File: config.mk
export PLATFORM = sky130hd
export DESIGN_NAME = board_hub
export DESIGN_NICKNAME = d
export VERILOG_FILES = /design/src/hdl/spi_frame_pkg.sv /design/src/hdl/board_ctrl_pkg.sv /design/src/hdl/spi_target.sv /design/src/hdl/ctrl_regs.sv /design/src/hdl/spi_route.sv /design/src/hdl/board_hub.sv
export VERILOG_INCLUDE_DIRS = /design/src /design/src/hdl
export SDC_FILE = /design/constraint.sdc
export NUM_CORES = 1
export LEC_CHECK = 0
export BUFFER_PORTS_ARGS = -buffer_cell sky130_fd_sc_hd__buf_4
export CAP_MARGIN = 20
export CORE_AREA = 2 2 124 126
export DETAILED_ROUTE_END_ITERATION = 10
export DIE_AREA = 0 0 126 128
export PLACE_DENSITY_LB_ADDON = 0.12
export SETUP_SLACK_MARGIN = 0.1
export SYNTH_ARGS = -nofsm -noshare
export SYNTH_HDL_FRONTEND = slang
export SYNTH_HIERARCHICAL = 1
export SYNTH_SLANG_ARGS = --single-unit
File: constraint.sdc
create_clock -name clk -period 3.2 [get_ports clk]
set_input_delay 0.8 -clock clk [delete_from_list [all_inputs] [get_ports clk]]
set_output_delay 0.8 -clock clk [all_outputs]
set_load 0.03 [all_outputs]
File: src/hdl/hub_consts.svh
// board hub constants
// frame size, register map, peripheral count, pin sync depth

`ifndef HUB_CONSTS_SVH
`define HUB_CONSTS_SVH

// spi frame, address byte then data byte
`define HUB_FRAME_BITS 16

// routed peripherals behind cs2
`define HUB_NUM_PERIPH 5

// flops in each spi pin synchronizer
`define HUB_SYNC_STAGES 2

//////////////////////////////////////////////////////////////
// register map, address byte values

`define HUB_ADDR_POWERUP    8'd6
`define HUB_ADDR_LED        8'd7
`define HUB_ADDR_MUX        8'd8
`define HUB_ADDR_DAC        8'd9
`define HUB_ADDR_SOFT_RESET 8'd11
`define HUB_ADDR_ADC        8'd14

`endif

File: src/hdl/spi_frame_pkg.sv
// spi frame types
// address/data frame and the two views of the data byte

`default_nettype none

package spi_frame_pkg;

  //////////////////////////////////////////////////////////////
  // data byte, bit register view

  // clear in high nibble, set in low nibble
  // both set for one bit means toggle
  typedef struct packed {
    logic [3:0] clear;
    logic [3:0] set;
  } nibble_pair_t;

  //////////////////////////////////////////////////////////////
  // data byte, both views

  // bits for led/dac/adc, sel for the mux register
  // sel of n selects peripheral n-1, zero selects none
  typedef union packed {
    nibble_pair_t bits;
    logic [7:0]   sel;
  } frame_data_u;

  //////////////////////////////////////////////////////////////
  // full frame as seen on mosi, msb first

  typedef struct packed {
    logic [7:0]  addr;
    frame_data_u data;
  } spi_frame_t;

endpackage

`default_nettype wire

File: src/hdl/board_ctrl_pkg.sv
// board control types
// register set and peripheral select vectors

`default_nettype none

`include "hub_consts.svh"

package board_ctrl_pkg;

  //////////////////////////////////////////////////////////////
  // control register set

  // led     front panel leds
  // mux     one-hot peripheral select, zero for none
  // dac     ldac, uni/bip a, uni/bip b, rst
  // adc     mode pins m0..m2, rst
  typedef struct packed {
    logic [3:0] led;
    logic [7:0] mux;
    logic [3:0] dac;
    logic [3:0] adc;
  } ctrl_regs_t;

  //////////////////////////////////////////////////////////////
  // one bit per routed peripheral

  // used for cs_n, sck, mosi and miso fan-out
  // bit 0 pairs with mux bit 0
  typedef logic [`HUB_NUM_PERIPH-1:0] periph_vec_t;

endpackage

`default_nettype wire

File: src/hdl/spi_target.sv
// spi target for the register bank
// pin sync, frame shift-in, reply shift-out, valid/ready frame handoff

`default_nettype none
`timescale 1ns/1ns

`include "hub_consts.svh"

module spi_target (
  input  wire                       clk,
  input  wire                       reset,
  input  wire                       sck,
  input  wire                       cs_n,
  input  wire                       mosi,
  output logic                      dout,
  output spi_frame_pkg::spi_frame_t frame,
  output logic                      frame_valid,
  input  wire                       frame_ready,
  output logic [7:0]                rd_addr,
  output logic                      rd_req,
  input  wire  [7:0]                rd_data
);

  localparam int CNT_W = $clog2(`HUB_FRAME_BITS) + 1;
  localparam int ADDR_BITS = `HUB_FRAME_BITS / 2;

  // raw pins, kept together through the sync chain
  typedef struct packed {
    logic sck;
    logic cs_n;
    logic mosi;
  } spi_pins_t;

  localparam spi_pins_t PINS_IDLE = '{sck: 1'b0, cs_n: 1'b1, mosi: 1'b0};

  spi_pins_t [`HUB_SYNC_STAGES-1:0] pin_sync;
  spi_pins_t                        pins_s;
  spi_pins_t                        pins_d;

  logic                       sck_rise;
  logic                       sck_fall;
  logic                       cs_rise;
  logic                       frame_done;
  logic                       load_frame;
  logic [CNT_W-1:0]           bit_cnt;
  logic [`HUB_FRAME_BITS-1:0] frame_sr;
  logic [7:0]                 reply_sr;

  //////////////////////////////////////////////////////////////
  // pin sync and edge detect

  always_ff @(posedge clk)
  begin
    if (reset)
    begin
      pin_sync <= {`HUB_SYNC_STAGES{PINS_IDLE}};
      pins_d   <= PINS_IDLE;
    end
    else
    begin
      pin_sync <= {pin_sync[`HUB_SYNC_STAGES-2:0], spi_pins_t'{sck, cs_n, mosi}};
      pins_d   <= pins_s;
    end
  end

  assign pins_s   = pin_sync[`HUB_SYNC_STAGES-1];
  assign sck_rise = pins_s.sck & ~pins_d.sck & ~pins_s.cs_n;
  assign sck_fall = ~pins_s.sck & pins_d.sck & ~pins_s.cs_n;
  // cs release, two sync stages in, frame_valid one flop later
  assign cs_rise  = pins_s.cs_n & ~pins_d.cs_n;

  //////////////////////////////////////////////////////////////
  // bit counter and mosi shift-in

  always_ff @(posedge clk)
  begin
    if (reset || pins_s.cs_n)
      bit_cnt <= '0;
    // saturate, long frames must not wrap back to 16
    else if (sck_rise && bit_cnt != {CNT_W{1'b1}})
      bit_cnt <= bit_cnt + 1'b1;
  end

  // msb first, address lands in the low byte after 8 bits
  always_ff @(posedge clk)
  begin
    if (sck_rise)
      frame_sr <= {frame_sr[`HUB_FRAME_BITS-2:0], pins_s.mosi};
  end

  //////////////////////////////////////////////////////////////
  // read-back request and reply shift-out

  always_ff @(posedge clk)
  begin
    if (reset)
      rd_req <= 1'b0;
    else
      rd_req <= sck_rise && (bit_cnt == CNT_W'(ADDR_BITS - 1));
  end

  assign rd_addr = frame_sr[7:0];

  // mode 0, next bit goes out on falling sck
  always_ff @(posedge clk)
  begin
    if (reset || pins_s.cs_n)
    begin
      reply_sr <= '0;
      dout     <= 1'b0;
    end
    else if (rd_req)
      reply_sr <= rd_data;
    else if (sck_fall)
    begin
      dout     <= reply_sr[7];
      reply_sr <= {reply_sr[6:0], 1'b0};
    end
  end

  //////////////////////////////////////////////////////////////
  // frame handoff

  // only an exact 16 bit frame counts
  assign frame_done = cs_rise && (bit_cnt == CNT_W'(`HUB_FRAME_BITS));
  // a pending frame not yet taken wins, the new one is lost
  assign load_frame = frame_done && (!frame_valid || frame_ready);

  always_ff @(posedge clk)
  begin
    if (load_frame)
      frame <= frame_sr;
  end

  always_ff @(posedge clk)
  begin
    if (reset)
      frame_valid <= 1'b0;
    else if (load_frame)
      frame_valid <= 1'b1;
    else if (frame_ready)
      frame_valid <= 1'b0;
  end

  // host must not finish a frame while the last one waits
  a_no_frame_drop: assert property (@(posedge clk) disable iff (reset)
    !(frame_done && frame_valid && !frame_ready));

  // read request is a single pulse per frame
  a_rd_req_pulse: assert property (@(posedge clk) disable iff (reset)
    rd_req |=> !rd_req);

endmodule

`default_nettype wire

File: src/hdl/ctrl_regs.sv
// control register bank
// set/clear/toggle bit registers, one-hot mux select,
// soft-reset and power-up group clears, read-back

`default_nettype none
`timescale 1ns/1ns

`include "hub_consts.svh"

module ctrl_regs (
  input  wire                         clk,
  input  wire                         reset,
  input  spi_frame_pkg::spi_frame_t   frame,
  input  wire                         frame_valid,
  output logic                        frame_ready,
  input  wire  [7:0]                  rd_addr,
  input  wire                         rd_req,
  output logic [7:0]                  rd_data,
  output board_ctrl_pkg::ctrl_regs_t  regs
);

  import spi_frame_pkg::*;
  import board_ctrl_pkg::*;

  // dac comes up all high, everything else low
  localparam ctrl_regs_t REGS_INIT = '{led: 4'h0, mux: 8'h00, dac: 4'hf, adc: 4'h0};

  logic take;

  //////////////////////////////////////////////////////////////
  // update rules

  // overlap of set and clear toggles those bits
  // otherwise set then clear
  function automatic logic [3:0] update_bits(input logic [3:0] old, input frame_data_u d);
    logic [3:0] common;
    common = d.bits.set & d.bits.clear;
    if (common != 4'h0)
      update_bits = old ^ common;
    else
      update_bits = (old | d.bits.set) & ~d.bits.clear;
  endfunction

  // sel 1..8 picks bit sel-1, 0 and out of range give none
  function automatic logic [7:0] one_hot_sel(input frame_data_u d);
    if (d.sel >= 8'd1 && d.sel <= 8'd8)
      one_hot_sel = 8'h01 << (d.sel - 8'd1);
    else
      one_hot_sel = 8'h00;
  endfunction

  //////////////////////////////////////////////////////////////
  // register write

  // no back-pressure, a frame is taken the cycle it shows up
  assign frame_ready = 1'b1;
  assign take        = frame_valid && frame_ready;

  always_ff @(posedge clk)
  begin
    if (reset)
      regs <= REGS_INIT;
    else if (take)
    begin
      case (frame.addr)
        `HUB_ADDR_LED: regs.led <= update_bits(regs.led, frame.data);
        `HUB_ADDR_MUX: regs.mux <= one_hot_sel(frame.data);
        `HUB_ADDR_DAC: regs.dac <= update_bits(regs.dac, frame.data);
        `HUB_ADDR_ADC: regs.adc <= update_bits(regs.adc, frame.data);
        `HUB_ADDR_SOFT_RESET:
        begin
          regs.led <= 4'h0;
          regs.mux <= 8'h00;
          regs.dac <= 4'h0;
          regs.adc <= 4'h0;
        end
        // rails coming up, dac setup and mux stay as they are
        `HUB_ADDR_POWERUP:
        begin
          regs.led <= 4'h0;
          regs.adc <= 4'h0;
        end
        default: ;
      endcase
    end
  end

  //////////////////////////////////////////////////////////////
  // read-back

  // served mid-frame, so it shows the value before this frame's write
  always_comb
  begin
    rd_data = 8'h00;
    if (rd_req)
    begin
      case (rd_addr)
        `HUB_ADDR_LED: rd_data = {4'h0, regs.led};
        `HUB_ADDR_MUX: rd_data = regs.mux;
        `HUB_ADDR_DAC: rd_data = {4'h0, regs.dac};
        `HUB_ADDR_ADC: rd_data = {4'h0, regs.adc};
        default:       rd_data = 8'h00;
      endcase
    end
  end

  // router relies on this for a single active chip select
  a_mux_one_hot: assert property (@(posedge clk) disable iff (reset)
    $onehot0(regs.mux));

endmodule

`default_nettype wire

File: src/hdl/spi_route.sv
// spi chip-select and miso routing
// cs2 high, hub owns the bus; cs2 low, selected peripheral does

`default_nettype none
`timescale 1ns/1ns

`include "hub_consts.svh"

module spi_route (
  input  wire                         cs2_n,
  input  wire  [7:0]                  mux,
  input  wire                         dout,
  input  board_ctrl_pkg::periph_vec_t periph_miso,
  output board_ctrl_pkg::periph_vec_t periph_cs_n,
  output logic                        miso
);

  import board_ctrl_pkg::*;

  periph_vec_t sel;
  periph_vec_t miso_sel;

  //////////////////////////////////////////////////////////////
  // select decode

  // only the low mux bits have a peripheral behind them
  // upper bits select nothing
  assign sel = mux[`HUB_NUM_PERIPH-1:0];

  // masked miso of the selected peripheral
  assign miso_sel = sel & periph_miso;

  //////////////////////////////////////////////////////////////
  // chip selects

  // all idle high unless cs2 is asserted
  always_comb
  begin
    if (cs2_n)
      periph_cs_n = '1;
    else
      periph_cs_n = ~sel;
  end

  //////////////////////////////////////////////////////////////
  // miso return path

  // hub's own dout when cs2 is idle
  always_comb
  begin
    if (cs2_n)
      miso = dout;
    else
      miso = |miso_sel;
  end

  // never two peripherals driving the shared bus
  always_comb
  begin
    a_single_cs: assert final ($onehot0(~periph_cs_n));
  end

endmodule

`default_nettype wire

File: src/hdl/board_hub.sv
// board control hub top level
// spi target, register bank, peripheral spi router, pin fan-out

`default_nettype none
`timescale 1ns/1ns

`include "hub_consts.svh"

module board_hub (
  input  wire                         clk,
  input  wire                         reset,
  input  wire                         sck,
  input  wire                         cs_n,
  input  wire                         cs2_n,
  input  wire                         mosi,
  output logic                        miso,
  output board_ctrl_pkg::periph_vec_t periph_cs_n,
  output board_ctrl_pkg::periph_vec_t periph_sck,
  output board_ctrl_pkg::periph_vec_t periph_mosi,
  input  board_ctrl_pkg::periph_vec_t periph_miso,
  output logic [3:0]                  led,
  output logic [3:0]                  dac_ctrl,
  output logic [3:0]                  adc_mode,
  input  wire                         adc_drdy_n,
  output logic                        irq_n
);

  import spi_frame_pkg::*;
  import board_ctrl_pkg::*;

  spi_frame_t frame;
  logic       frame_valid;
  logic       frame_ready;
  logic [7:0] rd_addr;
  logic       rd_req;
  logic [7:0] rd_data;
  logic       dout;
  ctrl_regs_t regs;

  //////////////////////////////////////////////////////////////
  // hub spi target and registers

  spi_target u_spi_target (
    .clk         (clk),
    .reset       (reset),
    .sck         (sck),
    .cs_n        (cs_n),
    .mosi        (mosi),
    .dout        (dout),
    .frame       (frame),
    .frame_valid (frame_valid),
    .frame_ready (frame_ready),
    .rd_addr     (rd_addr),
    .rd_req      (rd_req),
    .rd_data     (rd_data)
  );

  ctrl_regs u_ctrl_regs (
    .clk         (clk),
    .reset       (reset),
    .frame       (frame),
    .frame_valid (frame_valid),
    .frame_ready (frame_ready),
    .rd_addr     (rd_addr),
    .rd_req      (rd_req),
    .rd_data     (rd_data),
    .regs        (regs)
  );

  //////////////////////////////////////////////////////////////
  // peripheral routing

  spi_route u_spi_route (
    .cs2_n       (cs2_n),
    .mux         (regs.mux),
    .dout        (dout),
    .periph_miso (periph_miso),
    .periph_cs_n (periph_cs_n),
    .miso        (miso)
  );

  // sck and mosi straight through to every peripheral
  assign periph_sck  = {`HUB_NUM_PERIPH{sck}};
  assign periph_mosi = {`HUB_NUM_PERIPH{mosi}};

  // register fields out to board pins
  assign led      = regs.led;
  assign dac_ctrl = regs.dac;
  assign adc_mode = regs.adc;

  // adc data ready doubles as the mcu interrupt
  assign irq_n = adc_drdy_n;

endmodule

`default_nettype wire

=== Word level (Yosys, flattened, before mapping) ===
Index checks and enable logic that the tools add are counted.

* Register bits after elaboration: 76
* Bits of input ports: 12
* Output and inout port bits: 29
* Logic and storage cells: 93

* $add $sub $neg: 2
* Magnitude comparators: 2
* Eq/ne operators: 13
* Shift operators: 1
* Multiplexer cells: 14
* Bitwise gates (word level): 23
* Reductions and logical operators: 18

{| class="wikitable"
|+ Operator list
! kind !! number
|-
| $eq 8x4->1 const B || 7
|-
| $pmux 8 s4 || 1
|-
| $eq 8x3->1 const B || 3
|-
| $mux 8 || 3
|-
| $pmux 4 s2 || 3
|-
| $and 4x4->4 || 4
|-
| $pmux 8 s2 || 1
|-
| $mux 4 || 3
|-
| $or 4x4->4 || 3
|-
| $xor 4x4->4 || 3
|-
| $reduce_and 2->1 || 5
|-
| $reduce_bool 2->1 || 5
|-
| $ge 8x1->1 const B || 1
|-
| $le 8x4->1 const B || 1
|-
| $shl 1x8->8 const A || 1
|-
| $sub 8x1->8 const B || 1
|-
| $add 5x1->5 const B || 1
|-
| $and 1x1->1 || 5
|-
| $and 5x5->5 || 1
|-
| $eq 5x3->1 const B || 1
|-
| $eq 5x5->1 const B || 1
|-
| $mux 5 || 1
|-
| $ne 5x5->1 const B || 1
|-
| $not 1->1 || 5
|-
| other kinds (8) || 12
|}

=== Longest topological paths before layout ===
Gate-level depths: netlist of run 1.

* Word-level depth: 5
* Mapped depth: 8
* Depth with buffers taken out: 6

=== Modules after synthesis ===
The synthesis of run 1 kept the hierarchy.

{| class="wikitable"
|+ By module, submodules not included
! module !! times used !! cells an instance !! area an instance (um2) !! seq. area each (um2)
|-
| spi_target || 1 || 147 || 1959.4 || 1441.4
|-
| ctrl_regs || 1 || 196 || 1517.7 || 400.4
|-
| board_hub || 1 || 11 || 82.6 || 0.0
|-
| spi_route || 1 || 9 || 62.6 || 0.0
|}

=== Worst setup path before layout of run 1 ===
OpenSTA, ideal clock, no wires.

* Path type: in2out
* Start: input cs2_n
* End: output miso
* Arrival time: 1.393 ns
* Data required time: 2.400 ns
* Slack: 1.007 ns
* Stages: 2
* Path buffers: 0
* Cells stage by stage: nor2b_1 > a21oi_1

* Word-level cells in the longest chain between the ends: 1

{| class="wikitable"
|+ Ends and longest elaborated chain
! what !! line !! text
|-
| start, declared || board_hub.sv:14 || <nowiki>input wire cs2_n,</nowiki>
|-
| $mux 1 || spi_route.sv:51 || <nowiki>if (cs2_n)</nowiki>
|-
| end, declared || board_hub.sv:16 || <nowiki>output logic miso,</nowiki>
|}

Every way passes these cells.

=== Worst setup path in the final report of run 1 ===
* Start: input periph_miso[2]
* End: output miso

* Word-level cells in the longest chain between the ends: 3

{| class="wikitable"
|+ Ends and longest elaborated chain
! what !! line !! text
|-
| start, declared || board_hub.sv:20 || <nowiki>input board_ctrl_pkg::periph_vec_t periph_miso,</nowiki>
|-
| $and 5x5->5 || spi_route.sv:31 || <nowiki>assign miso_sel = sel & periph_miso;</nowiki>
|-
| $reduce_or 5->1 || spi_route.sv:54 || <nowiki>miso = |miso_sel;</nowiki>
|-
| $mux 1 || spi_route.sv:51 ||
|}

Every way passes these cells.

==> results of run 1 <==
## cells by family after synthesis
kind of cell,after synthesis
AND/OR/NAND/NOR,117
AO/OA/AOI/OAI,99
flip-flops,76
buffers and inverters,53
multiplexers,8
adder cells (fa/ha/maj),5
XOR/XNOR,4
other,1
## how the worst max path moves through the flow
stage,to,slack (ns),cells past startpoint
after floorplan,miso,1.01,2
after detailed placement,u_ctrl_regs/regs[2],0.91,5
after CTS,miso,0.92,4
after global placement,miso,0.91,4
after global routing,u_ctrl_regs/regs[13],0.80,6
final,miso,0.92,4
## where the power goes
part	total, uW	internal, uW	switching (uW)
registers	1010	1010	4.58
clock network	968	594	374
logic	58.3	23.8	34.5
## critical path, stage by stage
cell      delay (ns)
buf_4           0.11
a222oi_1        0.29
a21oi_1         0.10
buf_4           0.18
## stage by stage
stage | setup slack (ns) | power (uW)
final | 0.917 | 2040
after global routing | 0.799 | 2120
after floorplan | 1.01 | 1080
after CTS | 0.917 | 2070
after detailed placement | 0.909 | 1090
after global placement | 0.910 | 1090
## sequential cells by signal (all words and copies together), names as in the netlist
name / flops
u_ctrl_regs/regs: 20
u_spi_target/reply_sr: 8
u_spi_target/rd_req: 1
u_spi_target/frame_sr: 16
u_spi_target/dout: 1
u_spi_target/pins_d: 2
u_spi_target/bit_cnt: 5
u_spi_target/frame: 16
u_spi_target/pin_sync: 6
u_spi_target/frame_valid: 1
## routing by layer
metal | up-vias | GRT usage
met5 | - | 0
met4 | 0 | 0.0517
met3 | 11 | 0.0230
met2 | 66 | 0.165
met1 | 1309 | 0.151
li1 | 1357 | -
## synthesized netlist by cell type, types with 6 or more instances
library cell,n,area share
dfxtp_1,44,0.24
nand2_1,33,0.034
edfxtp_1,32,0.27
a21oi_1,27,0.037
o21ai_0,25,0.035
buf_4,20,0.041
inv_1,17,0.018
clkbuf_1,14,0.015
nor2_1,11,0.011
nor2b_1,10,0.017
nand2b_1,8,0.014
a22oi_1,7,0.015
mux2i_1,7,0.019
a311oi_1,6,0.015
nand3_1,6,0.0083
nand4_1,6,0.010
## area by class of cell
| cell class | instances | area (sq um) | share of cell area |
|---|---|---|---|
| inverter | 18 | 67.6 | 0.0159 |
| multi-input combinational | 234 | 1510 | 0.356 |
| clock buffer | 14 | 278 | 0.0654 |
| timing repair buffer | 41 | 308 | 0.0725 |
| tap | 188 | 235 | 0.0554 |
| sequential | 76 | 1840 | 0.434 |
| clock inverter | 1 | 6.26 | 0.00147 |
==> results_dict.tcl, run 1 <==
set metrics [dict create \
    status "finished, final reports clean" \
    cap_violations 0 \
    initial_core_util 0.244 \
    ff2ff_setup_slack_ns 0.95 \
    synth_area_per_cell_sq_um 9.98 \
    dieHeight_microns 128 \
    grt_start_max_net_pins 23 \
    nets 397 \
    slew_viol_final 0 \
    rsz0062_at_grt "no" \
    highest_layer "met4" \
    vias_per_cell 4.80 \
    gp_congestion 0.771 \
    criticalPathCategory "in -> out" \
    antenna_cells 0 \
    dpl.hpwl_mm 6.12 \
    power.leakage_uw 0.00144 \
    wl_met1_mm 4.27 \
    dpl_cell_area_sq_um 3960 \
    worstHoldEndpoint "u_spi_target/frame_sr[0]" \
    clk_latency_ns 0.33 \
    fin_cells 572 \
    synth_xor_area_frac 0.00967 \
    synth_enable_flop_cells 32 \
    synthAdderAreaFrac 0.0173 \
    skew_ns 0.00737 \
    async_flop_share 0 \
    overflow 0 \
    r2r_start "u_spi_target/frame[0]" \
    cp-end-kind "output pin" \
    h-tree-depth 3 \
    tritoncts "done" \
    synth_top_family_by_area "simple AND/OR/NAND/NOR gates" \
    io_pins 41 \
    die_w_microns 126 \
    dr_wl_met2_mm 3.77 \
    antenna_found_initial 0 \
    row_count 45 \
    syn-num-nets 380 \
    synth.cell_area_sq_um 3620 \
    period_minus_slack_ns 2.28 \
    clockRootBuffer "clkbuf_16" \
    report.final.setup_viol 0 \
    io_buffers 38 \
    route.met3.wl_microns 410 \
    startpoint "periph_miso[2]" \
    crit_arrival_ns 1.48 \
    drt_wl_total_mm 8.64 \
    layout-drive-gt1-share 0.172 \
    finalCritPeriodShare 0.713 \
    final_util 0.286 \
    synthMuxAreaShare 0.0225 \
    grt_pass1_wl_mm 13.8 \
    final_cell_mix "44 x dfxtp_1, 41 x buf_4, 33 x nand2_1" \
    drtAntennaViolNets 0 \
    design_area_sq_um 4250 \
    ctsResizeCount 0 \
    synth_seq_cells 76 \
    first_global_vias 2565 \
    ir_drop_v 0.000283 \
    grt_usage 0.110 \
    whs_path_depth 0 \
    power_density_nw_per_um2 481 \
    die_area_sq_um 16100 \
    mostFrequentLayoutCell "dfxtp_1" \
    r2r-end "u_ctrl_regs/regs[13]" \
    hold_ws_ns 0.403 \
    cp_max_fo 1 \
    ys_types 59 \
    numCtsBuffers 9 \
    n_fill_cell 1566 \
    synth_ff_type "dfxtp_1" \
    start_kind "input port" \
    required_ns 2.40 \
    max_slew_margin 0.439 \
    synthSimpleGateAreaFrac 0.187 \
    final.setup.tns_ns 0 \
    cts_buffer_depth 2 \
    dr.pass1.iters 5 \
    r2r_cells 6 \
    hold_path.class "reg -> reg" \
    wl_per_cell_microns 15.1 \
    final_hold_viol_count 0 \
    netlist_instances 363 \
    clkSinkCount 76 \
    ctsHoldBuffers 0 \
    max_freq_mhz 438 \
    synth_compound_area_frac 0.179 \
    drc 0 \
    first_iter_violations 202 \
    yosys_warnings 6 \
    hold_start "u_spi_target/pin_sync[3]" \
    via_count 2743 \
    worst_slew_pin_slew_ns 0.830 \
    post_cts_buffers 0 \
    area_growth_pct 17.2 \
    dp.cells 557 \
    ys_seq_area_frac 0.508 \
    path_clk_slew_ns 0.05 \
    core_sq_um 14900 \
]
(Power assumes the default switching activity.)
==> run 2: changes to the inputs <==
Settings changed: ABC_AREA from default to 1, CORE_AREA 2 2 124 126 to 2 2 128 130, DIE_AREA 0 0 126 128 to 0 0 130 132.
Clock period 3.2 ns to 2.3 ns, I/O delays scaled along.
==> results_dict.tcl, run 2 <==
set metrics [dict create \
    layout-drive-gt1-share 0.189 \
    swShare 0.218 \
    drt_wl_total_mm 9.31 \
    antenna_cells 0 \
    status "finished, final reports clean" \
    final.setup.tns_ns 0 \
    power_density_nw_per_um2 646 \
    cp_top_family "simple AND/OR/NAND/NOR gates" \
    post_cts_buffers 0 \
    gp_congestion 0.884 \
    clock_power_share 0.488 \
    ys_seq_area_frac 0.478 \
    n_fill_cell 1707 \
    design_area_sq_um 4500 \
    ctsResizeCount 0 \
    synth.cell_area_sq_um 3850 \
    period_minus_slack_ns 2.01 \
    clockRootBuffer "clkbuf_16" \
    reg.largest.list "u_ctrl_regs/regs x20, u_spi_target/frame x16, u_spi_target/frame_sr x16" \
    die_area_sq_um 17200 \
    final_util 0.286 \
    io_buffers 38 \
    row_count 46 \
    syn-num-nets 502 \
    hold_ws_ns 0.403 \
    async_flop_share 0 \
    synth_area_per_cell_sq_um 7.94 \
    criticalPathCategory "reg -> reg" \
    synth_seq_cells 76 \
    report.final.setup_viol 0 \
    dp.cells 712 \
    cp-end-kind "flip-flop" \
    yosys_warnings 6 \
    critPathSlowestCell "edfxtp_1" \
    largest_reg_flops 20 \
    initial_core_util 0.245 \
    power.leakage_uw 0.00176 \
    max_stage_delay_ns 0.52 \
    skew_ns 0.00615 \
    grt_start_max_net_pins 20 \
    wl_per_cell_microns 12.8 \
    required_ns 2.57 \
    ir_drop_v 0.000349 \
    drtAntennaViolNets 0 \
    dpl.hpwl_mm 7.06 \
    start_kind "flip-flop" \
    via_count 3061 \
    p_switching_uw 634 \
    fin_cells 728 \
    synth_top_area_frac 0.249 \
    synth_area_leader_cell "edfxtp_1" \
    path_clk_slew_ns 0.06 \
    core_sq_um 15700 \
    p_int_uw 2270 \
    hold_path.class "reg -> reg" \
    final_cell_mix "107 x nand2_1, 57 x nor2_1, 55 x inv_1" \
    ys_types 33 \
    netlist_instances 485 \
    finalCritPeriodShare 0.876 \
    crit_arrival_ns 2.29 \
    cp_max_fo 9 \
    max_slew_margin 0.577 \
    overflow 0 \
    area_growth_pct 16.8 \
    worst_slew_pin_slew_ns 0.633 \
    cts_buffer_depth 2 \
    final_hold_viol_count 0 \
    regMostFlops "u_ctrl_regs/regs" \
    post-synth-top-count-cell "nand2_1" \
    numCtsBuffers 9 \
    pwr-share-comb 0.028 \
    vias_per_cell 4.20 \
    ctsHoldBuffers 0 \
    seqPwrFrac 0.484 \
    first_iter_violations 275 \
    dr.pass1.iters 4 \
    path_buf_inv 2 \
    synth_enable_flop_cells 32 \
    drc 0 \
    rsz0062_at_grt "no" \
    dpl_cell_area_sq_um 4210 \
    tritoncts "done" \
    h-tree-depth 3 \
    synth_ff_type "dfxtp_1" \
    io_pins 41 \
    die_w_microns 130 \
    grt_pass1_wl_mm 15.2 \
    first_global_vias 2953 \
    max_freq_mhz 496 \
    clk_latency_ns 0.34 \
    antenna_found_initial 0 \
    mostFrequentLayoutCell "nand2_1" \
    nets 524 \
    grt_usage 0.115 \
    cap_violations 0 \
    slew_viol_final 0 \
    ys_top_cells_by_count "107 x nand2_1, 57 x nor2_1, 55 x inv_1" \
    dieHeight_microns 132 \
    yosys-top-cells-area "edfxtp_1 25%, dfxtp_1 23%, nand2_1 10%, nor2_1 5.6%, inv_1 5.4%" \
    clkSinkCount 76 \
    path_cells "inv_2 > ha_1 > nand3_1 > inv_2 > nand2_1 > nand2_1 > nand3_1 > nor2_4 > nand4_1 > a21oi_1" \
]
[run 2: final timing paths]
kind | slack [ns] | depth (start not counted) | from | end
max | 0.29 | 10 | u_spi_target/frame[0] | u_ctrl_regs/regs[14]
min reg2reg | 0.40 | 2 | u_spi_target/pin_sync[2] | u_spi_target/pin_sync[5]
max reg2reg | 0.29 | 10 | u_spi_target/frame[0] | u_ctrl_regs/regs[14]
min | 0.40 | 2 | u_spi_target/pin_sync[2] | u_spi_target/pin_sync[5]
[run 2: power groups by stage]
stage	Sequential, uW	Combinational, uW	Clock (uW)
global route	1410	89.2	1520
detailed placement	1440	82.6	0
finish	1410	81.3	1420
global placement	1440	82.4	0
CTS	1410	82.7	1460
floorplan	1430	64.5	0
[run 2: area by class of cell]
class	count	area [sq um]	area share
Multi-Input combinational cell	310	1530	0.340
Inverter	69	259	0.0576
Sequential cell	76	1840	0.409
Timing Repair Buffer	41	308	0.0684
Tap cell	216	270	0.0601
Clock inverter	6	63.8	0.0142
Clock buffer	10	229	0.0509
[run 2: per-layer routing]
metal,GRT usage,share of wire,vias up
li1,-,-,1597
met1,0.154,0.49,1390
met2,0.178,0.46,63
met3,0.0207,0.029,11
met4,0.0579,0.020,0
met5,0,0,-
[run 2: worst reg2reg max path: stages, from the launching register on]
cell      delay [ns]
edfxtp_1        0.52
inv_2           0.22
ha_1            0.24
nand3_1         0.12
inv_2           0.10
nand2_1         0.06
nand2_1         0.09
nand3_1         0.12
nor2_4          0.22
nand4_1         0.13
a21oi_1         0.14
[run 2: cell families after synthesis]
kind of cell / Yosys count / share of synthesized area
adder cells (fa/ha/maj): 5 / 0.0162
AO/OA/AOI/OAI: 68 / 0.0932
XOR/XNOR: 2 / 0.00455
other: 1 / 0.000973
AND/OR/NAND/NOR: 234 / 0.282
flip-flops: 76 / 0.478
buffers and inverters: 99 / 0.125
[run 2: metrics by stage]
stage	worst slack [ns]	total power (uW)
after detailed placement	0.313	1520
after global routing	0.125	3020
after CTS	0.293	2950
final	0.285	2910
after floorplan	0.431	1500
after global placement	0.337	1520
